<file path="src/i2c_slave_pkg.sv">
`default_nettype none

package i2c_slave_pkg;

    // transaction states
    typedef enum logic [2:0]
    {
        IDLE,
        ADDR,
        REG_PTR,
        WR_DATA,
        RD_DATA,
        WAIT_STOP
    } fsm_state_t;

    localparam int BYTE_W       = 8;
    localparam int WORD_W       = 16;
    localparam int NUM_WORDS    = 4;  // r/w words at byte addresses 0x00..0x07
    localparam int LOCAL_ADDR_W = 3;

    // register map
    localparam logic [BYTE_W-1:0] RO_BASE      = 8'h08;  // first read-only byte
    localparam logic [BYTE_W-1:0] UNMAPPED_VAL = 8'hFF;

    // defaults for the top level parameters
    localparam logic [6:0] DEFAULT_SLAVE_ADDR   = 7'h50;
    localparam int         DEFAULT_DEBOUNCE_LEN = 10;  // ~208 ns at 48 MHz

endpackage

`default_nettype wire

</file>
<file path="src/i2c_line_filter.sv">
`timescale 1ns/100ps
`default_nettype none

module i2c_line_filter #(
    parameter int DEBOUNCE_LEN = i2c_slave_pkg::DEFAULT_DEBOUNCE_LEN
) (
    input  logic CLOCK,
    input  logic RESET,
    input  logic scl,
    input  logic sda,
    output logic sda_filt,
    output logic scl_rise,
    output logic scl_fall,
    output logic start_det,
    output logic stop_det
);

    localparam int SCL_I = 0;
    localparam int SDA_I = 1;

    logic [1:0][DEBOUNCE_LEN-1:0] pipe;  // raw sample history per line
    logic [1:0]                   raw;
    logic [1:0]                   filt;    // debounced levels
    logic [1:0]                   filt_q;  // previous debounced levels
    logic                         sda_rise;
    logic                         sda_fall;
    logic                         scl_high;

    assign raw = {sda, scl};

    // level changes only when the older samples of the window all agree
    always_ff @(posedge CLOCK)
    begin
        if (RESET)
        begin
            pipe   <= '1;  // idle bus is high
            filt   <= 2'b11;
            filt_q <= 2'b11;
        end
        else
        begin
            for (int i = 0; i < 2; i++)
            begin
                pipe[i] <= {pipe[i][DEBOUNCE_LEN-2:0], raw[i]};
                if (&pipe[i][DEBOUNCE_LEN-1:1])
                    filt[i] <= 1'b1;
                else if (!(|pipe[i][DEBOUNCE_LEN-1:1]))
                    filt[i] <= 1'b0;
            end
            filt_q <= filt;
        end
    end

    assign sda_filt = filt[SDA_I];

    assign scl_rise = filt[SCL_I] & ~filt_q[SCL_I];
    assign scl_fall = ~filt[SCL_I] & filt_q[SCL_I];
    assign sda_rise = filt[SDA_I] & ~filt_q[SDA_I];
    assign sda_fall = ~filt[SDA_I] & filt_q[SDA_I];

    // scl stable high across the sda edge
    assign scl_high = filt[SCL_I] & filt_q[SCL_I];

    assign start_det = scl_high & sda_fall;
    assign stop_det  = scl_high & sda_rise;

endmodule

`default_nettype wire

</file>
<file path="config.mk">
export PLATFORM = sky130hd
export DESIGN_NAME = i2c_line_filter
export DESIGN_NICKNAME = d
export VERILOG_FILES = /design/src/i2c_slave_pkg.sv /design/src/i2c_line_filter.sv
export SDC_FILE = /design/constraint.sdc
export NUM_CORES = 1
export LEC_CHECK = 0
export BUFFER_PORTS_ARGS = -buffer_cell sky130_fd_sc_hd__buf_4
export CORE_ASPECT_RATIO = 1.2
export CORE_MARGIN = 1
export CORE_UTILIZATION = 47
export CTS_BUF_LIST = sky130_fd_sc_hd__clkbuf_16
export CTS_CLUSTER_DIAMETER = 120
export CTS_CLUSTER_SIZE = 10
export DETAILED_ROUTE_END_ITERATION = 6
export GPL_ROUTABILITY_DRIVEN = 0
export PLACE_DENSITY = 0.69
export REMOVE_ABC_BUFFERS = 1
export SKIP_CTS_REPAIR_TIMING = 1
export SYNTH_ARGS = -nofsm -noshare
export SYNTH_HDL_FRONTEND = slang
export SYNTH_SLANG_ARGS = --single-unit
</file>
<file path="constraint.sdc">
create_clock -name CLOCK -period 1.1 [get_ports CLOCK]
set_clock_uncertainty 0.05 [all_clocks]
set_input_delay 0.055 -clock CLOCK [delete_from_list [all_inputs] [get_ports CLOCK]]
set_output_delay 0.055 -clock CLOCK [all_outputs]
set_load 0.01 [all_outputs]
</file>
=== Word-level counts from Yosys, hierarchy flattened ===
Index checks and enable logic that the tools add are counted.

* Bits in read-only memories: 0
* Register bits: 24
* Logic and storage cells: 22
* Bits in latches: 0
* Memories kept: 0
* Bits of input ports: 4
* Output and inout bits: 5
* Memory bits (writable): 0

* Muxes and demuxes: 0
* Order comparisons: 0
* Multiply operators: 0
* Shift operators: 0
* Reduce and logical (&&, ||, !) cells: 6
* $add $sub $neg: 0
* Divide/modulo/power cells: 0
* Bitwise operators: 11
* Equality and inequality tests: 0

{| class="wikitable"
|+ Operator list
! operator !! number
|-
| AND reduction 9 bit || 2
|-
| OR reduction 9 bit || 2
|-
| bitwise AND 1 bit || 7
|-
| NOT 1 bit || 4
|-
| OR reduction 2 bit || 2
|}

=== Depth between registers and ports, before layout ===
Gate-level depths: netlist of the first run.

* Depth after elaboration: 3
* Gate-level depth with buffers: 3
* Mapped depth without buffers: 3

=== Worst setup path after synthesis of the first run ===
Ideal clock, no wire load.

* Path kind: register to register
* Start point: register pipe[12] in the netlist's numbering
* End point: register filt[1]
* Path slack: -12 ps
* Data required time: 923 ps
* Arrival time: 935 ps
* Cell stages (with the launch flop): 4
* Clock period less this slack: 1112 ps
* Buffers on the path: 0
* Setup time: 127 ps
* Cell sequence: dfxtp_1 -> or4_1 -> nor2_1 -> a2bb2oi_1

* Longest elaborated chain between the ends: 2
* Elaborated cells between the ends (all ways): 3
* Those cells by class: reduce/logical (3)

{| class="wikitable"
|+ Ends and longest elaborated chain
! element !! RTL line !! RTL
|-
| start, declared || i2c_line_filter.sv:21 || <nowiki>logic [1:0][DEBOUNCE_LEN-1:0] pipe;</nowiki>
|-
| start signal, assigned by index || i2c_line_filter.sv:44 || <nowiki>pipe[i] <= {pipe[i][DEBOUNCE_LEN-2:0], raw[i]};</nowiki>
|-
| AND reduction 9 bit || i2c_line_filter.sv:45 || <nowiki>if (&pipe[i][DEBOUNCE_LEN-1:1])</nowiki>
|-
| OR reduction 2 bit (no source line) || n/a ||
|-
| end signal, assigned || i2c_line_filter.sv:37 || <nowiki>filt <= 2'b11;</nowiki>
|-
| end signal, assigned by index || i2c_line_filter.sv:46 || <nowiki>filt[i] <= 1'b1;</nowiki>
|-
| end signal, assigned by index || i2c_line_filter.sv:48 || <nowiki>filt[i] <= 1'b0;</nowiki>
|-
| end, declared || i2c_line_filter.sv:23 || <nowiki>logic [1:0] filt;</nowiki>
|}

Several ways; a longest one is shown, not always the timed one.
A chain may end at the register's enable or synchronous reset.

=== Final worst setup path of the first run ===
* Start point: register pipe[9] in the netlist's numbering
* End point: register filt[0]

The elaborated chain is that of the path after synthesis.

==> metrics.txt, run 1 <==
root buf cell clkbuf_16; critical path data required time between 1 and 1.5 ns; layout cells sized above 1 0.500; Syn Inst Count 69; antenna cell count 0; count of state elements after synthesis 24; CTS tree yes; Initial Util 0.513; static leakage around 0.39 nW; status complete, but fails checks; Tightest Pin Transition around 0.40 ns; synth top area cells dfxtp_1 (64%), or2_2 (18%), a2bb2oi_1 (2.3%); max incr delay on CP approximately 0.54 ns; r2r setup slk -0.1 ns; Distinct cells, synth 14; Clock power frac 0.444; crit path from pipe[9]$_SDFF_PP1_; FF-to-FF path depth 3; Worst R2R Start pipe[9]$_SDFF_PP1_; Num CTS Buffers 3; dominant synthesized flop cell dfxtp_1; Logic pwr share 0.027; Total Power about 0.0017 W; DR DRC count 0; met2 usage in global routing 0.230; die area ~1800 sq um; min-delay src RESET; met3 usage 0.0588; critical path arrival between 1 and 1.5 ns; part of the Yosys area used for sequential elements 0.640; antenna violations before repair 0; core area about 1500 sq um; Boundary Pins 9; Tmin final 1.20 ns; Seq pwr share 0.529; placed insts 96; Max-Cap Viols 0; Net Sw Frac 0.172; # rows 15; HPWL after DPL 751 um; drt first pass iters 3; endpoints failing setup 4; via count about 500; first-pass GRT wire length between 1500 and 2000 um; worst path cell trace or4_4 -> nor2_4 -> a2bb2oi_2; Final Max Slew Viols 0; CP max-delay cell or4_4; CP startpoint kind register; RSZ-0062 raised after global routing true; initial drt markers 2; Final Net Count 90; synthesized area roughly 750 sq um; Clk Latency, worst-skew pair around 0.25 ns; hold endpoint pipe[17]$_SDFF_PP1_; Max H-tree Level 1; Post-DRT Antenna Nets 0; Post-synth EDFFs 0; grt total ovfl 0; Reg clk slew, reported paths 0.06 ns; total track usage 0.152; Hold Vio Cnt, Final 0; internal power around 0.0014 W; Avg Vias per Cell about 5.0; most frequent cell after synthesis dfxtp_1; Critical R2R Capture filt[0]$_SDFFE_PP1N_; Avg Cell Area, Syn 10.9 sq um; worst-path fanout max 2; fmax between 800 and 900 MHz; GR Layer Usage met1 0.193; Final WS setup -0.0982 ns; Final period util 1.09; area leader, netlist dfxtp_1; Pwr Density roughly 1700 nW/um^2; Die Height ~46 um; worst hold stages 2; number of global-route vias before repair between 400 and 500; post-place setup slack -0.0563 ns; share of the synthesized area in the top cell type 0.640; DIE WIDTH 38.5 um; worst min path class in -> reg; maximum clock path buffer count 2; Peak VDD IR around 1.1 mV; Slew HR 0.733; WS Path Type reg -> reg; Net Switching between 0.0002 and 0.0003 W; CTS sink cnt 24; top cells by count, synth dfxtp_1 (24), or2_2 (22), nand2_1 (3); pin count of the biggest net entering global routing 23; busiest grt layer met2; Area Growth Syn to Fin 29.5%; wirelength, routed roughly 1200 um; failing checks setup timing; final std cells w/o fill 101; Post-synth ARST share 0; Syn. warnings 0; WL per Instance 11.8 um; Crit. End Element register; IO Port Bufs 8
worst max path at each step:
| stage | to | slack, ns |
|---|---|---|
| 6_report | filt[0]$_SDFFE_PP1N_ | -0.1 |
| 5_1_grt | filt[0]$_SDFFE_PP1N_ | -0.12 |
| 4_1_cts | filt[1]$_SDFFE_PP1N_ | -0.08 |
| 3_5_place_dp | filt[1]$_SDFFE_PP1N_ | -0.06 |
| 3_3_place_gp | filt[1]$_SDFFE_PP1N_ | -0.03 |
| 2_1_floorplan | filt[1]$_SDFFE_PP1N_ | -0.01 |
registers in the layout (all words and copies together), names as in the netlist:
| register | flops |
|---|---|
| pipe | 20 |
| filt | 2 |
| filt_q | 2 |
critical path, delay by kind of cell, from the launching register on:
family / cells / cell delay [ns]
flops: 1 / 0.32
compound gates: 1 / 0.05
simple gates: 2 / 0.66
layout by cell type (no fill, tap or decap):
cell           instances
nor4_1                 2
nand2_1                3
nor2_4                 1
a2bb2oi_2              1
nor3_1                 2
nand3_1                2
clkbuf_16              3
or2_2                 22
a2bb2oi_1              1
nor3b_1                1
nand4_1                2
nor3b_2                1
dlygate4sd3_1          2
or4_1                  1
buf_4                 12
nor2_1                 1
or4_4                  1
dfxtp_1               23
dfxtp_2                1
nor2b_1                2
final cells by class:
class / instances / area (sq um)
timing repair buffer: 14 / 110
clock buffer: 3 / 75.1
multi-input combinational: 43 / 284
fill: 126 / 492
tap: 17 / 21.3
sequential: 24 / 482
cell families (layout without fill, tap and decap cells):
group	count (synthesis)	in the layout	share of synthesized area
compound gates	2	2	0.0233
buf+inv	2	17	0.0117
flops	24	24	0.640
simple gates	41	41	0.325
per-stage QoR:
stage / utilization / instance area, sq um / hold slack, ns / setup TNS, ns
after floorplan: - / 742 / 0.109 / -0.0242
after global placement: 0.583 / 853 / 0.192 / -0.0539
after detailed placement: 0.583 / 853 / 0.193 / -0.106
after CTS: 0.634 / 928 / -0.0621 / -0.240
after global routing: 0.664 / 972 / 0.104 / -0.416
final: 0.664 / 972 / 0.0839 / -0.240
layer usage:
| layer | wire, um | vias to the layer above |
|---|---|---|
| met5 | 0 | - |
| met4 | 10 | 0 |
| met3 | 37 | 2 |
| met2 | 597 | 9 |
| met1 | 548 | 234 |
| li1 | - | 258 |
power groups by stage:
stage | Clock, W | Combinational [W] | Sequential (W)
after floorplan | 0 | 0.0000176 | 0.000904
after global placement | 0 | 0.0000379 | 0.000905
after detailed placement | 0 | 0.0000383 | 0.000905
after CTS | 0.000754 | 0.0000393 | 0.000886
after global routing | 0.000796 | 0.0000492 | 0.000887
final | 0.000744 | 0.0000456 | 0.000886
Note: power is estimated with default switching activity, not from simulation.
==> run 2, diff against run 1 <==
--- a/config.mk
+++ b/config.mk
@@ -5,16 +5,17 @@
 export SDC_FILE = /design/constraint.sdc
 export NUM_CORES = 1
 export LEC_CHECK = 0
+export ABC_AREA = 1
 export BUFFER_PORTS_ARGS = -buffer_cell sky130_fd_sc_hd__buf_4
 export CORE_ASPECT_RATIO = 1.2
 export CORE_MARGIN = 1
-export CORE_UTILIZATION = 47
+export CORE_UTILIZATION = 48
 export CTS_BUF_LIST = sky130_fd_sc_hd__clkbuf_16
 export CTS_CLUSTER_DIAMETER = 120
 export CTS_CLUSTER_SIZE = 10
 export DETAILED_ROUTE_END_ITERATION = 6
 export GPL_ROUTABILITY_DRIVEN = 0
-export PLACE_DENSITY = 0.69
+export PLACE_DENSITY = 0.7
 export REMOVE_ABC_BUFFERS = 1
 export SKIP_CTS_REPAIR_TIMING = 1
 export SYNTH_ARGS = -nofsm -noshare
==> run 2 against run 1 <==
  * The flow now finishes without violations
  * Die area is 5.8% higher
  * Core utilization decreased by 0.41 points
  * Fmax up 16%
  * Global-route usage is 0.25 points higher
  * Register-to-register slack improved by 0.31 ns
  * Highest routed layer unchanged
  * Final area grew 1.9%
  * Synthesized cell count rose by 52%
  * Synthesized area increased by 8.3%
==> metrics.txt, run 2 <==
status complete, no violations; Crit. End Element output pin; drt first pass iters 4 (+1); share of the synthesized area in the top cell type 0.591 (-0.0492); placed insts 129 (+34%); Tightest Pin Transition 0.251 ns (-0.146 ns); Final period util 0.943 (-0.147); worst path cell trace nand2_1 -> nor3_2 -> buf_4; max FFs per register 20 (unchanged); Reg clk slew, reported paths 0.06 ns (about the same); most frequent cells in the layout nand2_1 (38), dfxtp_1 (21), inv_1 (16), nor2_1 (13), buf_4 (8); WS Path Type reg -> out; Net Sw Frac 0.181 (+0.00960); Seq pwr share 0.522 (-0.007); # rows 15 (unchanged); Logic pwr share 0.028 (about the same); grt total ovfl 0 (unchanged); synth top area cells dfxtp_1 (59%), nand2_1 (18%), inv_1 (7.8%); Area Growth Syn to Fin 21.8%; initial drt markers 12 (+10); internal power 0.00139 W (about the same); design area 991 sq um (+1.9%); wirelength, routed 1250 um (+4.5%); Final Max Slew Viols 0 (unchanged); area leader, netlist dfxtp_1; root buf cell clkbuf_16; die area 1860 sq um (+5.8%); CP max-delay cell dfxtp_2; Worst R2R Start pipe[8]$_SDFF_PP1_; pin count of the biggest net entering global routing 17 (-26%); Final WS setup 0.0632 ns (+0.161 ns); Avg Cell Area, Syn 7.75 sq um (-29%); largest registers pipe (20), filt (2), filt_q (2); CP startpoint kind register; CTS tree yes; Net Switching 0.000307 W (+6.8%); count of state elements after synthesis 24 (unchanged); maximum clock path buffer count 2 (unchanged); worst-path fanout max 4 (+2); synthesized area 813 sq um (+8.3%); top cells by count, synth nand2_1 (38), dfxtp_1 (24), inv_1 (17), nor2_1 (13), or2_2 (6); final std cells w/o fill 135 (+34%); Hold Vio Cnt, Final 0 (unchanged); Post-DRT Antenna Nets 0 (unchanged); most frequent cell after synthesis nand2_1; DR DRC count 0 (unchanged); total track usage 0.155 (+0.00252); Distinct cells, synth 10 (-4); Syn. warnings 0 (unchanged); Clock power frac 0.450 (+0.006); endpoints failing setup 0 (-4); worst min path class in -> reg; RSZ-0062 raised after global routing true; post-place setup slack 0.250 ns (+0.307 ns); Tmin final 1.04 ns (-0.161 ns); first-pass GRT wire length 1860 um (+1.9%); top cell family by delay on the critical path flip-flops; Slew HR 0.833 (+0.0998); register with the most flip-flops pipe; critical path arrival 0.93 ns (-0.35 ns); layout cells sized above 1 0.195 (-0.305); antenna violations before repair 0 (unchanged); via count 613 (+22%); core area 1500 sq um (+2.6%); Syn Inst Count 105 (+52%); Clk Latency, worst-skew pair 0.25 ns (about the same); fmax 964 MHz (+16%); Post-synth EDFFs 0 (unchanged); WP buf/inv 1 (+1); antenna cell count 0 (unchanged); max incr delay on CP 0.35 ns (-0.19 ns); Num CTS Buffers 3 (unchanged); crit path from filt[0]$_SDFFE_PP1N_; dominant synthesized flop cell dfxtp_1; Final Net Count 123 (+37%); Area after DPL 883 sq um (+3.5%); Pwr Density 1710 nW/um^2 (-0.75%); most common cell after layout, fill and taps aside nand2_1; Post-synth ARST share 0 (unchanged); min-delay src RESET; Avg Vias per Cell 4.54 (-8.8%); HPWL after DPL 880 um (+17%); number of global-route vias before repair 501 (+12%); part of the Yosys area used for sequential elements 0.591 (-0.0492); Die Height 47.1 um (+2.9%); WL per Instance 9.24 um (-22%); IO Port Bufs 8 (unchanged); critical path data required time 1.00 ns (-0.18 ns); Peak VDD IR 1.00 mV (-11%); setup_tns 0 ns (+0.240 ns); Boundary Pins 9 (unchanged); static leakage 0.572 nW (+46%); DIE WIDTH 39.6 um (+2.8%); Max-Cap Viols 0 (unchanged); Initial Util 0.542 (+0.0288); Max H-tree Level 1 (unchanged); CTS sink cnt 24 (unchanged); final-layout fill cell count 132 (+4.8%)
run 2: final timing paths:
path                            cells past startpoint  slack [ns]                    to
worst min-delay path                                2        0.01   pipe[10]$_SDFF_PP1_
worst min register to register                      1        0.36    pipe[1]$_SDFF_PP1_
worst max register to register                      6        0.21  filt[0]$_SDFFE_PP1N_
worst max-delay path                                3        0.06              stop_det
run 2: area by class of cell:
type	count	area (sq um)	share of cell area
tap	17	21.3	0.0215
multi-input combinational	62	259	0.261
timing repair buffer	10	80.1	0.0808
sequential	24	484	0.489
clock inverter	1	3.75	0.00379
inverter	18	67.6	0.0682
clock buffer	3	75.1	0.0758
run 2: power groups by stage:
stage                     registers, W  clock network (W)  logic (W)
after floorplan               0.000903                  0  0.0000244
after global placement        0.000904                  0  0.0000411
after detailed placement      0.000904                  0  0.0000421
after CTS                     0.000885           0.000773  0.0000422
after global routing          0.000886           0.000815  0.0000519
final                         0.000885           0.000763  0.0000468
run 2: cell families after synthesis:
group	count (synthesis)	share of synthesized area
DFF	24	0.591
buffers and inverters	19	0.0969
AOI/OAI and AO/OA	2	0.0123
and+or+nand+nor	60	0.300
run 2: layer usage:
metal | up-vias | part of all wire | GRT usage
met2 | 13 | 0.50 | 0.249
li1 | 330 | - | -
met1 | 268 | 0.46 | 0.177
met5 | - | 0 | 0
met3 | 2 | 0.034 | 0.0427
met4 | 0 | 0.0080 | 0.103
run 2: per-stage QoR:
step	util	power, W	hold slack, ns
2_1_floorplan	-	0.000928	0.100
3_3_place_gp	0.588	0.000945	0.191
3_5_place_dp	0.588	0.000946	0.194
4_1_cts	0.641	0.00170	-0.0676
5_1_grt	0.660	0.00175	0.0210
6_report	0.660	0.00170	0.0150
==> run 3, diff against run 2 <==
--- a/config.mk
+++ b/config.mk
@@ -9,13 +9,12 @@
 export BUFFER_PORTS_ARGS = -buffer_cell sky130_fd_sc_hd__buf_4
 export CORE_ASPECT_RATIO = 1.2
 export CORE_MARGIN = 1
-export CORE_UTILIZATION = 48
+export CORE_UTILIZATION = 43
 export CTS_BUF_LIST = sky130_fd_sc_hd__clkbuf_16
 export CTS_CLUSTER_DIAMETER = 120
 export CTS_CLUSTER_SIZE = 10
 export DETAILED_ROUTE_END_ITERATION = 6
 export GPL_ROUTABILITY_DRIVEN = 0
-export PLACE_DENSITY = 0.7
 export REMOVE_ABC_BUFFERS = 1
 export SKIP_CTS_REPAIR_TIMING = 1
 export SYNTH_ARGS = -nofsm -noshare
==> constraint.sdc (replaced) <==
create_clock -name CLOCK -period 1.3 [get_ports CLOCK]
set_clock_uncertainty 0.05 [all_clocks]
set_input_delay 0.065 -clock CLOCK [delete_from_list [all_inputs] [get_ports CLOCK]]
set_output_delay 0.065 -clock CLOCK [all_outputs]
set_load 0.01 [all_outputs]
==> run 3 against run 2 <==
  * Setup slack improved by 0.11 ns
  * Flip-flop and latch count unchanged
  * Global-route usage shrank 1.1 points
  * Highest routed layer unchanged
  * Routed wire length shrank 0.72%
  * Critical endpoint unchanged
  * Largest power group unchanged
==> metrics.txt, run 3 (synthesis gave the netlist of run 2 again) <==
status complete, no violations; Boundary Pins 9 (unchanged); worst hold stages 3 (+1); critical path arrival 1.01 ns (+0.08 ns); Avg Vias per Cell 4.47 (-1.6%); antenna violations before repair 0 (unchanged); layout cells sized above 1 0.154 (-0.0411); IO Port Bufs 8 (unchanged); Tmin final around 1.1 ns; DIE WIDTH 41.7 um (+5.4%); Reg clk slew, reported paths 0.06 ns (about the same); RSZ-0062 raised after global routing false; Worst R2R Start pipe[18]$_SDFF_PP1_; # rows 16 (+1); Final Max Slew Viols 0 (unchanged); Crit. End Element output pin; CTS tree yes; Post-DRT Antenna Nets 0 (unchanged); pin count of the biggest net entering global routing 17 (unchanged); Final period util 0.867; hold endpoint filt[0]$_SDFFE_PP1N_; initial drt markers 11 (-1); HPWL after DPL 836 um (-4.9%); worst path cell trace nand2_1 -> nor3_1 -> buf_4; Final Net Count 123 (unchanged); most frequent cells in the layout nand2_1 (38), dfxtp_1 (24), inv_1 (17), nor2_1 (13), buf_4 (8); Num CTS Buffers 3 (unchanged); die area 2070 sq um (+11%); Area Growth Syn to Fin 20.5%; antenna cell count 0 (unchanged); WL per Instance 9.18 um (-0.72%); total track usage 0.144 (-0.0111); Hold Vio Cnt, Final 0 (unchanged); via count 603 (-1.6%); Die Height 49.6 um (+5.4%); Slew HR 0.827 (-0.00595); max FFs per register 20 (unchanged); worst min path class in -> reg; max incr delay on CP 0.38 ns (+0.03 ns); FF-to-FF path depth 6 (unchanged); Peak VDD IR 0.849 mV (-15%); crit path from filt[0]$_SDFFE_PP1N_; endpoints failing setup 0 (unchanged); wirelength, routed 1240 um (-0.72%); Initial Util 0.478 (-0.0637); critical path data required time 1.19 ns (+0.19 ns); Critical R2R Capture filt[1]$_SDFFE_PP1N_; largest registers pipe (20), filt (2), filt_q (2); r2r setup slk 0.38 ns (+0.17 ns); Util after Layout 0.576 (-0.0843); Max-Cap Viols 0 (unchanged); root buf cell clkbuf_16; Max H-tree Level 1 (unchanged); Tightest Pin Transition 0.260 ns (+0.00891 ns); CTS sink cnt 24 (unchanged); grt total ovfl 0 (unchanged); worst-path fanout max 4 (unchanged); CP startpoint kind register; first-pass GRT wire length 2230 um (+20%); setup_tns 0 ns (unchanged); number of global-route vias before repair 515 (+2.8%); fmax between 800 and 900 MHz; static leakage 0.576 nW (+0.63%); CP max-delay cell dfxtp_1; Pwr Density 1450 nW/um^2 (-15%); drt first pass iters 4 (unchanged); core area 1700 sq um (+13%); maximum clock path buffer count 2 (unchanged); Clk Latency, worst-skew pair 0.25 ns (about the same); min-delay src RESET; DR DRC count 0 (unchanged); WS Path Type reg -> out; register with the most flip-flops pipe; most common cell after layout, fill and taps aside nand2_1
run 3: cell types whose count changed in the layout (fill, tap and decap cells not counted):
cell,delta
dfxtp_1,+3
clkinv_1,-1
nor3_1,+1
nor3_2,-1
inv_1,+1
dfxtp_2,-3
inv_2,-1
run 3: cell type report:
type                            count  area (sq um)
Fill cell                         148           722
Inverter                           18          67.6
Tap cell                           18          22.5
Clock buffer                        3          75.1
Sequential cell                    24           480
Multi-Input combinational cell     62           254
Timing Repair Buffer               10          80.1
run 3: per-stage QoR:
stage | setup slack, ns | cells | area [sq um] | power (W) | hold slack [ns]
floorplan | 0.434 | 104 | 802 | 0.000785 | 0.110
global placement | 0.440 | 130 | 885 | 0.000800 | 0.200
detailed placement | 0.440 | 130 | 885 | 0.000801 | 0.203
CTS | 0.168 | 133 | 960 | 0.00143 | -0.0595
global route | 0.0843 | 135 | 980 | 0.00147 | 0.0411
finish | 0.173 | 135 | 980 | 0.00142 | 0.0245
run 3: where the power goes:
part | total [W] | switching [W] | internal (W)
Clock | 0.000636 | 0.000230 | 0.000406
Combinational | 0.0000399 | 0.0000211 | 0.0000188
Sequential | 0.000749 | 0.00000344 | 0.000746
Total | 0.00142 | 0.000254 | 0.00117
run 3: layer usage:
metal / track usage / vias to the layer above / share of wire / wire [um]
met4: 0.113 / 0 / 0.034 / 42
met3: 0.0330 / 5 / 0.040 / 49
met1: 0.186 / 259 / 0.50 / 621
li1: - / 325 / - / -
met5: 0 / - / 0 / 0
met2: 0.203 / 14 / 0.42 / 525
run 3: worst max path at each step:
stage                                 to
global placement    filt[1]$_SDFFE_PP1N_
global route                    stop_det
floorplan                       stop_det
CTS                             stop_det
finish                          stop_det
detailed placement  filt[1]$_SDFFE_PP1N_
run 3: critical path: cells and delay by family (launching register included):
family	cells	cell delay, ns
simple gates	2	0.23
flops	1	0.38
buf+inv	1	0.15
